$ cat config.mk
export PLATFORM = sky130hd
export DESIGN_NAME = parallel_flash_bridge
export DESIGN_NICKNAME = d
export VERILOG_FILES = /design/src/flash_pkg.sv /design/src/bridge_config.sv /design/src/bus_front.sv /design/src/spi_read_engine.sv /design/src/parallel_flash_bridge.sv
export VERILOG_INCLUDE_DIRS = /design/src
export SDC_FILE = /design/constraint.sdc
export NUM_CORES = 1
export LEC_CHECK = 0
export ABC_CLOCK_PERIOD_IN_PS = 5130
export BUFFER_PORTS_ARGS = -buffer_cell sky130_fd_sc_hd__clkbuf_2
export CORE_ASPECT_RATIO = 1.5
export CORE_MARGIN = 2
export CORE_UTILIZATION = 40
export CTS_CLUSTER_SIZE = 8
export DETAILED_ROUTE_END_ITERATION = 10
export SETUP_SLACK_MARGIN = 0.5
export SYNTH_ARGS = -nofsm -noshare
export SYNTH_HDL_FRONTEND = slang
export SYNTH_HIERARCHICAL = 1
export SYNTH_SLANG_ARGS = --single-unit
$ cat constraint.sdc
create_clock -name SIM_CLK -period 5.13 [get_ports SIM_CLK]
set_clock_uncertainty 0.1 [all_clocks]
set_input_delay 0 -clock SIM_CLK [delete_from_list [all_inputs] [get_ports SIM_CLK]]
set_output_delay 0 -clock SIM_CLK [all_outputs]
set_load 0.05 [all_outputs]
$ cat src/flash_settings.svh
`ifndef FLASH_SETTINGS_SVH
`define FLASH_SETTINGS_SVH

// ~~~~~~~~~~~~~~~~~~~~~~~~~~~~~~
// parallel host port
// ~~~~~~~~~~~~~~~~~~~~~~~~~~~~~~
`define FLASH_WORD_ADDR_W 17
`define FLASH_DATA_W      16

// ~~~~~~~~~~~~~~~~~~~~~~~~~~~~~~
// serial flash side
// ~~~~~~~~~~~~~~~~~~~~~~~~~~~~~~
`define SPI_ADDR_W      24
`define SPI_READ_OPCODE 8'h03
`define SPI_DIV_W       4

// the image sits near the top of a 64 Mbit part by default.
`define CFG_BASE_RESET 24'h7E0000
`define CFG_DIV_RESET  4'd1

`endif

$ cat src/flash_pkg.sv
`include "flash_settings.svh"

package flash_pkg;

    // ~~~~~~~~~~~~~~~~~~~~~~~~~~~~~~
    // host side
    // ~~~~~~~~~~~~~~~~~~~~~~~~~~~~~~

    // asynchronous NOR-style read port as seen from the host.
    typedef struct packed {
        logic                          ce_n;
        logic                          oe_n;
        logic [`FLASH_WORD_ADDR_W-1:0] addr;
    } host_bus_t;

    // ~~~~~~~~~~~~~~~~~~~~~~~~~~~~~~
    // bridge internals
    // ~~~~~~~~~~~~~~~~~~~~~~~~~~~~~~

    typedef struct packed {
        logic [`SPI_ADDR_W-1:0] base;
        logic [`SPI_DIV_W-1:0]  clk_div;
    } cfg_t;

    // serial byte address of the word being fetched.
    typedef struct packed {
        logic [`SPI_ADDR_W-1:0] addr;
    } fetch_req_t;

    // outputs toward the serial flash, miso travels on its own.
    typedef struct packed {
        logic csn;
        logic sclk;
        logic mosi;
    } spi_pins_t;

endpackage

$ cat src/bridge_config.sv
`include "flash_settings.svh"

module bridge_config (
    input  logic                   SIM_CLK,
    input  logic                   rst_n,
    input  logic                   cfg_we,
    input  logic                   cfg_sel,
    input  logic [23:0]            cfg_wdata,
    output flash_pkg::cfg_t        cfg
);

    localparam logic SEL_BASE = 1'b0;
    localparam logic SEL_DIV  = 1'b1;

    logic [`SPI_ADDR_W-1:0] base_q;
    logic [`SPI_DIV_W-1:0]  clk_div_q;

    // ~~~~~~~~~~~~~~~~~~~~~~~~~~~~~~
    // register file
    // ~~~~~~~~~~~~~~~~~~~~~~~~~~~~~~

    // base of the image inside the serial flash.
    always_ff @(posedge SIM_CLK) begin
        if (!rst_n) begin
            base_q <= `CFG_BASE_RESET;
        end else if (cfg_we && cfg_sel == SEL_BASE) begin
            base_q <= cfg_wdata[`SPI_ADDR_W-1:0];
        end
    end

    // the divider only keeps its low bits, the rest of the write is dropped.
    always_ff @(posedge SIM_CLK) begin
        if (!rst_n) begin
            clk_div_q <= `CFG_DIV_RESET;
        end else if (cfg_we && cfg_sel == SEL_DIV) begin
            clk_div_q <= cfg_wdata[`SPI_DIV_W-1:0];
        end
    end

    // ~~~~~~~~~~~~~~~~~~~~~~~~~~~~~~
    // outputs
    // ~~~~~~~~~~~~~~~~~~~~~~~~~~~~~~

    // the engine samples the divider at the start of each fetch, so a
    // write here never disturbs a transfer that is already running.
    assign cfg.base    = base_q;
    assign cfg.clk_div = clk_div_q;

endmodule

$ cat src/bus_front.sv
`include "flash_settings.svh"

module bus_front (
    input  logic                       SIM_CLK,
    input  logic                       rst_n,
    input  flash_pkg::host_bus_t       host,
    input  logic [`SPI_ADDR_W-1:0]     base,
    input  logic                       busy,
    output logic                       fetch_start,
    output flash_pkg::fetch_req_t      fetch_req,
    input  logic                       fetch_done,
    input  logic [`FLASH_DATA_W-1:0]   fetch_word,
    output logic [`FLASH_DATA_W-1:0]   dq,
    output logic                       data_valid
);

    localparam int PAD_W = `SPI_ADDR_W - `FLASH_WORD_ADDR_W - 1;

    logic                     ce_prev_n;
    logic                     new_access;
    logic [`SPI_ADDR_W-1:0]   byte_addr;
    logic [`FLASH_DATA_W-1:0] word_q;

    // ~~~~~~~~~~~~~~~~~~~~~~~~~~~~~~
    // access detection
    // ~~~~~~~~~~~~~~~~~~~~~~~~~~~~~~

    // a new access is the first sample with ce_n low. holding ce_n low
    // afterwards does not start another fetch.
    assign new_access = !host.ce_n && ce_prev_n;

    // words are two bytes wide in the serial flash.
    assign byte_addr = base + {{PAD_W{1'b0}}, host.addr, 1'b0};

    always_ff @(posedge SIM_CLK) begin
        if (!rst_n) begin
            ce_prev_n <= 1'b1;
        end else begin
            ce_prev_n <= host.ce_n;
        end
    end

    always_ff @(posedge SIM_CLK) begin
        if (!rst_n) begin
            fetch_start <= 1'b0;
        end else begin
            fetch_start <= new_access && !busy;
        end
    end

    always_ff @(posedge SIM_CLK) begin
        if (new_access && !busy) begin
            fetch_req.addr <= byte_addr;
        end
    end

    // ~~~~~~~~~~~~~~~~~~~~~~~~~~~~~~
    // returned word
    // ~~~~~~~~~~~~~~~~~~~~~~~~~~~~~~

    // data_valid falls together with the start pulse and comes back
    // once the engine hands over the word.
    always_ff @(posedge SIM_CLK) begin
        if (!rst_n) begin
            data_valid <= 1'b0;
        end else if (new_access && !busy) begin
            data_valid <= 1'b0;
        end else if (fetch_done) begin
            data_valid <= 1'b1;
        end
    end

    always_ff @(posedge SIM_CLK) begin
        if (fetch_done) begin
            word_q <= fetch_word;
        end
    end

    // no tri-state here, an idle bus reads as zero.
    assign dq = (data_valid && !host.oe_n) ? word_q : '0;

endmodule

$ cat src/spi_read_engine.sv
`include "flash_settings.svh"

module spi_read_engine (
    input  logic                      SIM_CLK,
    input  logic                      rst_n,
    input  logic                      fetch_start,
    input  flash_pkg::fetch_req_t     fetch_req,
    input  logic [`SPI_DIV_W-1:0]     clk_div,
    output logic                      busy,
    output flash_pkg::spi_pins_t      spi,
    input  logic                      miso,
    output logic                      fetch_done,
    output logic [`FLASH_DATA_W-1:0]  fetch_word
);

    localparam int         CMD_BITS    = 8 + `SPI_ADDR_W;
    localparam int         DATA_BITS   = `FLASH_DATA_W;
    localparam logic [7:0] READ_OPCODE = `SPI_READ_OPCODE;

    typedef enum logic [1:0] {
        ST_IDLE,
        ST_CMD,
        ST_DATA
    } state_t;

    state_t                   state;
    logic                     csn_q;
    logic                     sclk_q;
    logic                     mosi_q;
    logic [`SPI_DIV_W-1:0]    div_q;
    logic [`SPI_DIV_W-1:0]    div_cnt;
    logic [4:0]               bit_cnt;
    logic [CMD_BITS-1:0]      cmd_sr;
    logic [DATA_BITS-1:0]     rx_sr;
    logic                     half_tick;

    // ~~~~~~~~~~~~~~~~~~~~~~~~~~~~~~
    // clock divider
    // ~~~~~~~~~~~~~~~~~~~~~~~~~~~~~~

    // each half period of sclk is div_q+1 system clocks.
    assign half_tick = (div_cnt == div_q);

    always_ff @(posedge SIM_CLK) begin
        if (!rst_n) begin
            div_cnt <= '0;
        end else if (state == ST_IDLE || half_tick) begin
            div_cnt <= '0;
        end else begin
            div_cnt <= div_cnt + 1'b1;
        end
    end

    // ~~~~~~~~~~~~~~~~~~~~~~~~~~~~~~
    // transfer FSM
    // ~~~~~~~~~~~~~~~~~~~~~~~~~~~~~~

    // this is SPI mode 0. mosi moves on the falling edge and miso is taken
    // on the rising edge. the command goes out MSB first, opcode then byte address.
    always_ff @(posedge SIM_CLK) begin
        if (!rst_n) begin
            state      <= ST_IDLE;
            csn_q      <= 1'b1;
            sclk_q     <= 1'b0;
            mosi_q     <= 1'b0;
            bit_cnt    <= '0;
            fetch_done <= 1'b0;
        end else begin
            fetch_done <= 1'b0;
            case (state)
                ST_IDLE: begin
                    if (fetch_start) begin
                        state   <= ST_CMD;
                        csn_q   <= 1'b0;
                        mosi_q  <= READ_OPCODE[7];
                        bit_cnt <= '0;
                    end
                end
                ST_CMD: begin
                    if (half_tick) begin
                        sclk_q <= !sclk_q;
                        if (sclk_q) begin
                            if (bit_cnt == 5'(CMD_BITS - 1)) begin
                                state   <= ST_DATA;
                                mosi_q  <= 1'b0;
                                bit_cnt <= '0;
                            end else begin
                                mosi_q  <= cmd_sr[CMD_BITS-2];
                                bit_cnt <= bit_cnt + 1'b1;
                            end
                        end
                    end
                end
                ST_DATA: begin
                    if (half_tick) begin
                        sclk_q <= !sclk_q;
                        if (sclk_q) begin
                            if (bit_cnt == 5'(DATA_BITS - 1)) begin
                                // the last high phase ends here and the flash is deselected.
                                state      <= ST_IDLE;
                                csn_q      <= 1'b1;
                                fetch_done <= 1'b1;
                            end else begin
                                bit_cnt <= bit_cnt + 1'b1;
                            end
                        end
                    end
                end
                default: begin
                    state <= ST_IDLE;
                    csn_q <= 1'b1;
                end
            endcase
        end
    end

    // ~~~~~~~~~~~~~~~~~~~~~~~~~~~~~~
    // shift registers
    // ~~~~~~~~~~~~~~~~~~~~~~~~~~~~~~

    // the divider is latched with the command so a config write
    // during a transfer only affects later ones.
    always_ff @(posedge SIM_CLK) begin
        if (state == ST_IDLE && fetch_start) begin
            cmd_sr <= {READ_OPCODE, fetch_req.addr};
            div_q  <= clk_div;
        end else if (state == ST_CMD && half_tick && sclk_q) begin
            cmd_sr <= {cmd_sr[CMD_BITS-2:0], 1'b0};
        end
    end

    // first bit in ends up at the top, so the first byte is bits 15..8.
    always_ff @(posedge SIM_CLK) begin
        if (state == ST_DATA && half_tick && !sclk_q) begin
            rx_sr <= {rx_sr[DATA_BITS-2:0], miso};
        end
    end

    assign busy       = (state != ST_IDLE);
    assign fetch_word = rx_sr;
    assign spi.csn    = csn_q;
    assign spi.sclk   = sclk_q;
    assign spi.mosi   = mosi_q;

endmodule

$ cat src/parallel_flash_bridge.sv
`include "flash_settings.svh"

module parallel_flash_bridge (
    input  logic                      SIM_CLK,
    input  logic                      rst_n,
    input  flash_pkg::host_bus_t      host,
    input  logic                      cfg_we,
    input  logic                      cfg_sel,
    input  logic [23:0]               cfg_wdata,
    input  logic                      miso,
    output flash_pkg::spi_pins_t      spi,
    output logic [`FLASH_DATA_W-1:0]  dq,
    output logic                      data_valid
);

    import flash_pkg::*;

    cfg_t                     cfg;
    fetch_req_t               fetch_req;
    logic                     fetch_start;
    logic                     fetch_done;
    logic                     busy;
    logic [`FLASH_DATA_W-1:0] fetch_word;

    bridge_config bridge_config_i (
        .SIM_CLK   (SIM_CLK),
        .rst_n     (rst_n),
        .cfg_we    (cfg_we),
        .cfg_sel   (cfg_sel),
        .cfg_wdata (cfg_wdata),
        .cfg       (cfg)
    );

    bus_front bus_front_i (
        .SIM_CLK     (SIM_CLK),
        .rst_n       (rst_n),
        .host        (host),
        .base        (cfg.base),
        .busy        (busy),
        .fetch_start (fetch_start),
        .fetch_req   (fetch_req),
        .fetch_done  (fetch_done),
        .fetch_word  (fetch_word),
        .dq          (dq),
        .data_valid  (data_valid)
    );

    spi_read_engine spi_read_engine_i (
        .SIM_CLK     (SIM_CLK),
        .rst_n       (rst_n),
        .fetch_start (fetch_start),
        .fetch_req   (fetch_req),
        .clk_div     (cfg.clk_div),
        .busy        (busy),
        .spi         (spi),
        .miso        (miso),
        .fetch_done  (fetch_done),
        .fetch_word  (fetch_word)
    );

endmodule

-- Word-level counts from Yosys, hierarchy flattened
Index checks and enable logic that the tools add are counted.
- flip-flop bits (word level): 137
- input port bits: 48
- output and inout port bits: 20
- word-level logic and storage cells: 95
- add/sub/neg operators: 3
- eq/ne operators: 13
- mux-type cells: 29
- bitwise operators: 3
- reductions and logical operators: 29
- operators with widths (kind ; count):
    $mux W24 ; 2
    $mux W5 ; 7
    $add A24 B18 Y24 ; 1
    $mux W16 ; 1
    $pmux W5 S3 ; 1
    $mux W2 ; 7
    $reduce_and A7 Y1 ; 2
    $ne A2 B1 Y1 const B ; 6
    $logic_and A1 B1 Y1 ; 10
    $mux W1 ; 8
    $reduce_and A4 Y1 ; 2
    $pmux W2 S3 ; 1
    $reduce_bool A2 Y1 ; 3
    $reduce_or A2 Y1 ; 3
    $add A5 B1 Y5 const B ; 1
    $eq A5 B4 Y1 const B ; 1
    $eq A5 B5 Y1 const B ; 1
    $reduce_and A5 Y1 ; 1
    $add A4 B1 Y4 const B ; 1
    $eq A4 B4 Y1 ; 1
    $logic_not A1 Y1 ; 4
    $ne A2 B2 Y1 const B ; 2
    $not A1 Y1 ; 3
    $pmux W1 S3 ; 1
    other kinds (7) ; 7

-- Logic depth before layout (Yosys ltp)
- depth after elaboration: 5
- gate-level depth with buffers: 9
- depth with buffers taken out: 9

-- Hierarchy
Netlist, hierarchy kept.
- modules (own cells, without submodules) (module ; instances ; cells each ; area each (um^2) ; sequential area each (um^2)):
    spi_read_engine ; 1 ; 265 ; 2847.7 ; 1761.7
    bus_front ; 1 ; 212 ; 2472.4 ; 1261.2
    bridge_config ; 1 ; 121 ; 1147.4 ; 560.5

-- Worst setup path after synthesis
Ideal clock, no wire load.
- path type: register to register
- from: reg spi_read_engine_i.state[0]
- to: reg, netlist name bus_front_i/fetch_req[0]
- library setup time: 0.445 ns
- arrival: 2.612 ns
- data required time: 4.585 ns
- setup slack: 1.974 ns
- cell stages (with the launch flop): 5
- path buffers: 0
- period minus slack after synthesis: 3.156 ns
- cells stage by stage: dfxtp_1 -> inv_1 -> ha_1 -> inv_1 -> nor3b_1
- cells in the longest elaborated chain, start to end: 3
- ends and longest elaborated chain (element ; line ; source):
    from (decl) ; spi_read_engine.sv:26 ; state_t state;
    from (signal assigned) ; spi_read_engine.sv:62 ; state <= ST_IDLE;
    from (signal assigned) ; spi_read_engine.sv:73 ; state <= ST_CMD;
    from (signal assigned) ; spi_read_engine.sv:84 ; state <= ST_DATA;
    $reduce_bool A2 Y1 ; spi_read_engine.sv:139 ; assign busy = (state != ST_IDLE);
    named net busy ; parallel_flash_bridge.sv:22 ; logic busy;
    $logic_not A1 Y1 ; bus_front.sv:52 ; if (new_access && !busy) begin
    $logic_and A1 B1 Y1 ; bus_front.sv:52 ;
The timed path passes the listed nets, and every way through them passes these cells.
A chain may end at the register's enable or synchronous reset.

-- Final worst setup path
- from: reg spi_read_engine_i.div_q[0]
- to: reg spi_read_engine_i.rx_sr[12], in the netlist spi_read_engine_i/fetch_word[12] (enable)
- cells in the longest elaborated chain, start to end: 3
- ends and longest elaborated chain (element ; line ; source):
    from (decl) ; spi_read_engine.sv:30 ; logic [`SPI_DIV_W-1:0] div_q;
    from (signal assigned) ; spi_read_engine.sv:126 ; div_q <= clk_div;
    $eq A4 B4 Y1 ; spi_read_engine.sv:42 ; assign half_tick = (div_cnt == div_q);
    $logic_and A1 B1 Y1 (2 in series) ; spi_read_engine.sv:134 ; if (state == ST_DATA && half_tick && !sclk_q) begin
    to (signal assigned) ; spi_read_engine.sv:135 ; rx_sr <= {rx_sr[DATA_BITS-2:0], miso};
    to (decl) ; spi_read_engine.sv:34 ; logic [DATA_BITS-1:0] rx_sr;
Every way passes these cells.

==> impl_metrics.py <==
metrics = {
    "global_routing": {
        "grt_first_pass_wirelength_um": 20600,
        "gr-total-overflow": 0,
        "grt_antenna_before_repair": 0,
        "grt_pass1_vias": 4550,
        "grt_max_degree": 66,
        "grt_util_all_layers_pct": 15.0,
    },
    "layout": {
        "fraction_of_final_layout_cells_with_drive_strength_greater_than_1_pct": 17.4,
        "layout.cells.most_common": "sky130_fd_sc_hd__nand2_1",
        "area.growth.synth_to_final_pct": 21.0,
        "final_net_count": 766,
        "diodes": 0,
        "layout_common_cells": "sky130_fd_sc_hd__nand2_1, sky130_fd_sc_hd__edfxtp_1, sky130_fd_sc_hd__clkbuf_2, sky130_fd_sc_hd__dfxtp_1, sky130_fd_sc_hd__dlygate4sd3_1",
        "post_layout_nonfiller_instances": 908,
        "finish.utilization_pct": 49.6,
        "finish.instance_area_um2": 7820,
        "ff_latch_area_um2": 3580,
        "filler_cell_count": 1447,
        "multi_input_gate_area_in_the_final_layout_um2": 2630,
    },
    "hold_path": {
        "timing.hold.worst.class": "input pin to register",
        "min_to": "bus_front_i/fetch_req[2]",
        "hold_path_startpoint": "host[1]",
        "min_delay_path_depth": 4,
    },
    "run_status": {
        "status": "completed",
    },
    "detailed_routing": {
        "length_of_the_first_detailed_routing_pass_in_iterations": 4,
        "via_to_cell_ratio": 4.91,
        "drt.antenna.violating_nets": 0,
        "met3RoutedLength_um": 355,
        "residual_drc_count": 0,
        "postRouteWirelength_um": 12200,
        "wl_met2_um": 6660,
        "detailedRoute.firstIterationViolations": 157,
        "vias": 4460,
        "top_layer": "met4",
        "wl_per_cell_um": 13.4,
        "route.layer.met1.wl_um": 4990,
    },
    "yosys": {
        "postSynth.asyncResetShare_pct": 0,
        "synth_flop_cell": "sky130_fd_sc_hd__edfxtp_1",
        "yosysWarningCount": 6,
        "synth.avg_cell_area_um2": 10.8,
        "yosysSeqAreaShare_pct": 55.4,
        "syn-num-nets": 672,
        "syn_inst": 598,
        "post_synth_instance_area_um2": 6470,
        "ys_ff_latch": 137,
        "yosys.cell_types.count": 57,
        "synth-edff-count": 84,
    },
    "floorplanning": {
        "placementRows": 56,
        "die_area_um2": 17200,
        "chipWidth_um": 108,
        "floorplan.initialDensity_pct": 41.0,
        "fp.dieH_um": 160,
        "top_level_ports": 68,
        "placeableCoreArea_um2": 15800,
    },
    "cts": {
        "h-tree-depth": 4,
        "worst_setup_hold_path_clk_slew_ps": 60,
        "cts_inserted_buffers": 17,
        "clk_latency_ps": 410,
        "max-clock-path-buffers": 2,
        "cts_num_sinks": 137,
        "cell_chosen_for_the_clock_root": "sky130_fd_sc_hd__clkbuf_16",
        "tritoncts_clock_tree": "built",
        "post-cts-setup-buffer-count": 0,
    },
    "worst_setup_path": {
        "timing.reg2reg.worst_path_depth": 4,
        "worstPathMaxFanout": 16,
        "timing.critical_path.to_type": "register",
        "worst-r2r-setup-slack_ps": 2350,
        "worst-endpoint-required_ps": 5050,
        "reg2reg_from": "spi_read_engine_i/div_q[0]",
        "end_of_the_worst_register_to_register_path": "spi_read_engine_i/fetch_word[12]",
        "setup.worst_path.start_class": "register",
        "timing.critical_path.arrival_ps": 2700,
        "category_of_the_critical_setup_timing_path": "register to register",
    },
    "place": {
        "dpl.hpwl_um": 8610,
        "place_congestion": 0.799,
        "placed_cells_incl_taps": 841,
        "postPlaceCellArea_um2": 6900,
        "buffer_ports.inserted": 67,
    },
    "power": {
        "vdd.ir_drop.worst_uv": 193,
        "p_leak_nw": 3.16,
        "power_per_cell_area_nw_per_um2": 372,
    },
    "timing": {
        "final_setup_tns_ps": 0,
        "setup_repair_after_global_routing_missed_its_margin": "no",
        "finalWorstPathRequiredPeriod_ps": 2780,
        "maxSlewViolCount": 0,
        "fin_crit_sh_pct": 54.2,
        "finalHoldViolCount": 0,
        "slew_headroom_pct": 21.7,
        "fmax_mhz": 360,
        "setup_viol": 0,
        "max_slew.worst_pin.slew_ps": 1170,
    },
    "job": {
        "timing.max_cap.violations": 0,
    },
}
[metrics by stage]
| step | total power [mW] | hold WS, ps | setup WS [ps] |
|---|---|---|---|
| floorplan | 1.65 | -27.0 | 1970 |
| CTS | 2.95 | 10.6 | 2290 |
| finish | 2.91 | 20.1 | 2350 |
| detailed placement | 1.75 | 98.4 | 2310 |
| global placement | 1.73 | 101 | 2550 |
| global route | 3.05 | 50.9 | 2150 |
[area by class of cell]
class | count | area share [%]
Inverter | 22 | 1.06
Clock buffer | 17 | 5.44
Clock inverter | 15 | 1.92
Tap cell | 203 | 3.25
Sequential cell | 137 | 45.8
Multi-Input combinational cell | 410 | 33.6
Timing Repair Buffer | 104 | 8.96
[cells in the mapped netlist (2+ instances only)]
library cell / instances / area (um2)
sky130_fd_sc_hd__nand2_1: 134 / 503
sky130_fd_sc_hd__edfxtp_1: 84 / 2520
sky130_fd_sc_hd__dfxtp_1: 53 / 1060
sky130_fd_sc_hd__mux2i_1: 27 / 270
sky130_fd_sc_hd__ha_1: 25 / 313
sky130_fd_sc_hd__and2_1: 21 / 131
sky130_fd_sc_hd__inv_1: 21 / 78.8
sky130_fd_sc_hd__nand3_1: 21 / 105
sky130_fd_sc_hd__a21oi_1: 19 / 95.1
sky130_fd_sc_hd__nor2_1: 19 / 71.3
sky130_fd_sc_hd__xnor2_1: 17 / 149
sky130_fd_sc_hd__o21ai_0: 14 / 70.1
sky130_fd_sc_hd__clkbuf_1: 12 / 45.0
sky130_fd_sc_hd__o211ai_1: 10 / 75.1
sky130_fd_sc_hd__xor2_1: 9 / 78.8
sky130_fd_sc_hd__buf_2: 7 / 35.0
sky130_fd_sc_hd__nand3b_1: 7 / 52.6
sky130_fd_sc_hd__nand4_1: 7 / 43.8
sky130_fd_sc_hd__nor2b_1: 7 / 43.8
sky130_fd_sc_hd__and3_1: 6 / 37.5
sky130_fd_sc_hd__o21ai_1: 6 / 30.0
sky130_fd_sc_hd__buf_4: 5 / 37.5
sky130_fd_sc_hd__o21ai_2: 5 / 43.8
sky130_fd_sc_hd__a21o_1: 4 / 30.0
sky130_fd_sc_hd__a31oi_1: 4 / 25.0
sky130_fd_sc_hd__a32o_1: 4 / 40.0
sky130_fd_sc_hd__buf_6: 4 / 45.0
sky130_fd_sc_hd__nand2b_1: 4 / 25.0
sky130_fd_sc_hd__o21a_1: 3 / 22.5
sky130_fd_sc_hd__or3_1: 3 / 18.8
sky130_fd_sc_hd__a41oi_1: 2 / 17.5
sky130_fd_sc_hd__and4_1: 2 / 17.5
sky130_fd_sc_hd__nor2b_4: 2 / 27.5
sky130_fd_sc_hd__nor3_1: 2 / 10.0
sky130_fd_sc_hd__nor4bb_1: 2 / 20.0
sky130_fd_sc_hd__o2111ai_1: 2 / 17.5
sky130_fd_sc_hd__o21bai_1: 2 / 15.0
sky130_fd_sc_hd__o221ai_1: 2 / 17.5
sky130_fd_sc_hd__o22ai_2: 2 / 25.0
[report_power, final]
| group | internal [mW] | switching (mW) | total [mW] |
|---|---|---|---|
| clock | 0.715 | 0.453 | 1.17 |
| sequential | 1.28 | 0.0380 | 1.32 |
| combinational | 0.167 | 0.257 | 0.424 |
[what timing repair did]
action / 4_1_cts / 5_1_grt
resized for setup: 0 / 0
hold endpoints to repair: 32 / 0
hold buffers: 35 / 0
[flip-flops by register name, summed over array words and instances, names as in the netlist]
name,cells
spi_read_engine_i/cmd_sr,31
spi_read_engine_i/div_cnt,4
bridge_config_i/clk_div_q,4
spi_read_engine_i/csn_q,1
spi_read_engine_i/state,2
bus_front_i/fetch_req,24
bus_front_i/fetch_start,1
spi_read_engine_i/fetch_done,1
spi_read_engine_i/bit_cnt,5
bus_front_i/ce_prev_n,1
spi_read_engine_i/mosi_q,1
spi_read_engine_i/sclk_q,1
bus_front_i/data_valid,1
bus_front_i/word_q,16
spi_read_engine_i/div_q,4
bridge_config_i/base_q,24
spi_read_engine_i/fetch_word,16
[worst max path at each step]
stage	endpoint	from	slack, ps	cells after the start
finish	spi_read_engine_i/fetch_word[12]	spi_read_engine_i/div_q[0]	2350	4
CTS	spi_read_engine_i/fetch_word[11]	spi_read_engine_i/div_q[0]	2290	4
global placement	spi_read_engine_i/fetch_word[10]	spi_read_engine_i/div_q[2]	2550	4
global route	spi_read_engine_i/fetch_word[12]	spi_read_engine_i/div_q[3]	2150	4
detailed placement	spi_read_engine_i/fetch_word[11]	spi_read_engine_i/div_q[3]	2310	4
floorplan	bus_front_i/fetch_req[0]	spi_read_engine_i/state[0]	1970	4
[layer usage]
metal	up-vias	track usage [%]
met4	0	5.59
met2	87	28.2
li1	2286	-
met3	15	3.51
met1	2072	15.9
met5	-	0
[critical path, stage by stage (launching register included)]
cell and delay [ps]:
sky130_fd_sc_hd__edfxtp_1 410, sky130_fd_sc_hd__xnor2_1 240, sky130_fd_sc_hd__and4_1 600, sky130_fd_sc_hd__nand2_1 140, sky130_fd_sc_hd__nor2_1 900
[cells by family (layout without fill, tap and decap cells)]
| logic type | after synthesis | in the layout | synth area share (%) |
|---|---|---|---|
| AO/OA/AOI/OAI | 86 | 86 | 9.46 |
| AND/OR/NAND/NOR | 245 | 245 | 18.2 |
| multiplexers | 27 | 27 | 4.18 |
| flip-flops | 137 | 137 | 55.4 |
| buffers and inverters | 51 | 158 | 4.10 |
| XOR/XNOR | 26 | 26 | 3.52 |
| adder cells (fa/ha/maj) | 26 | 26 | 5.15 |
No activity file was read; power rests on OpenSTA's default activity.
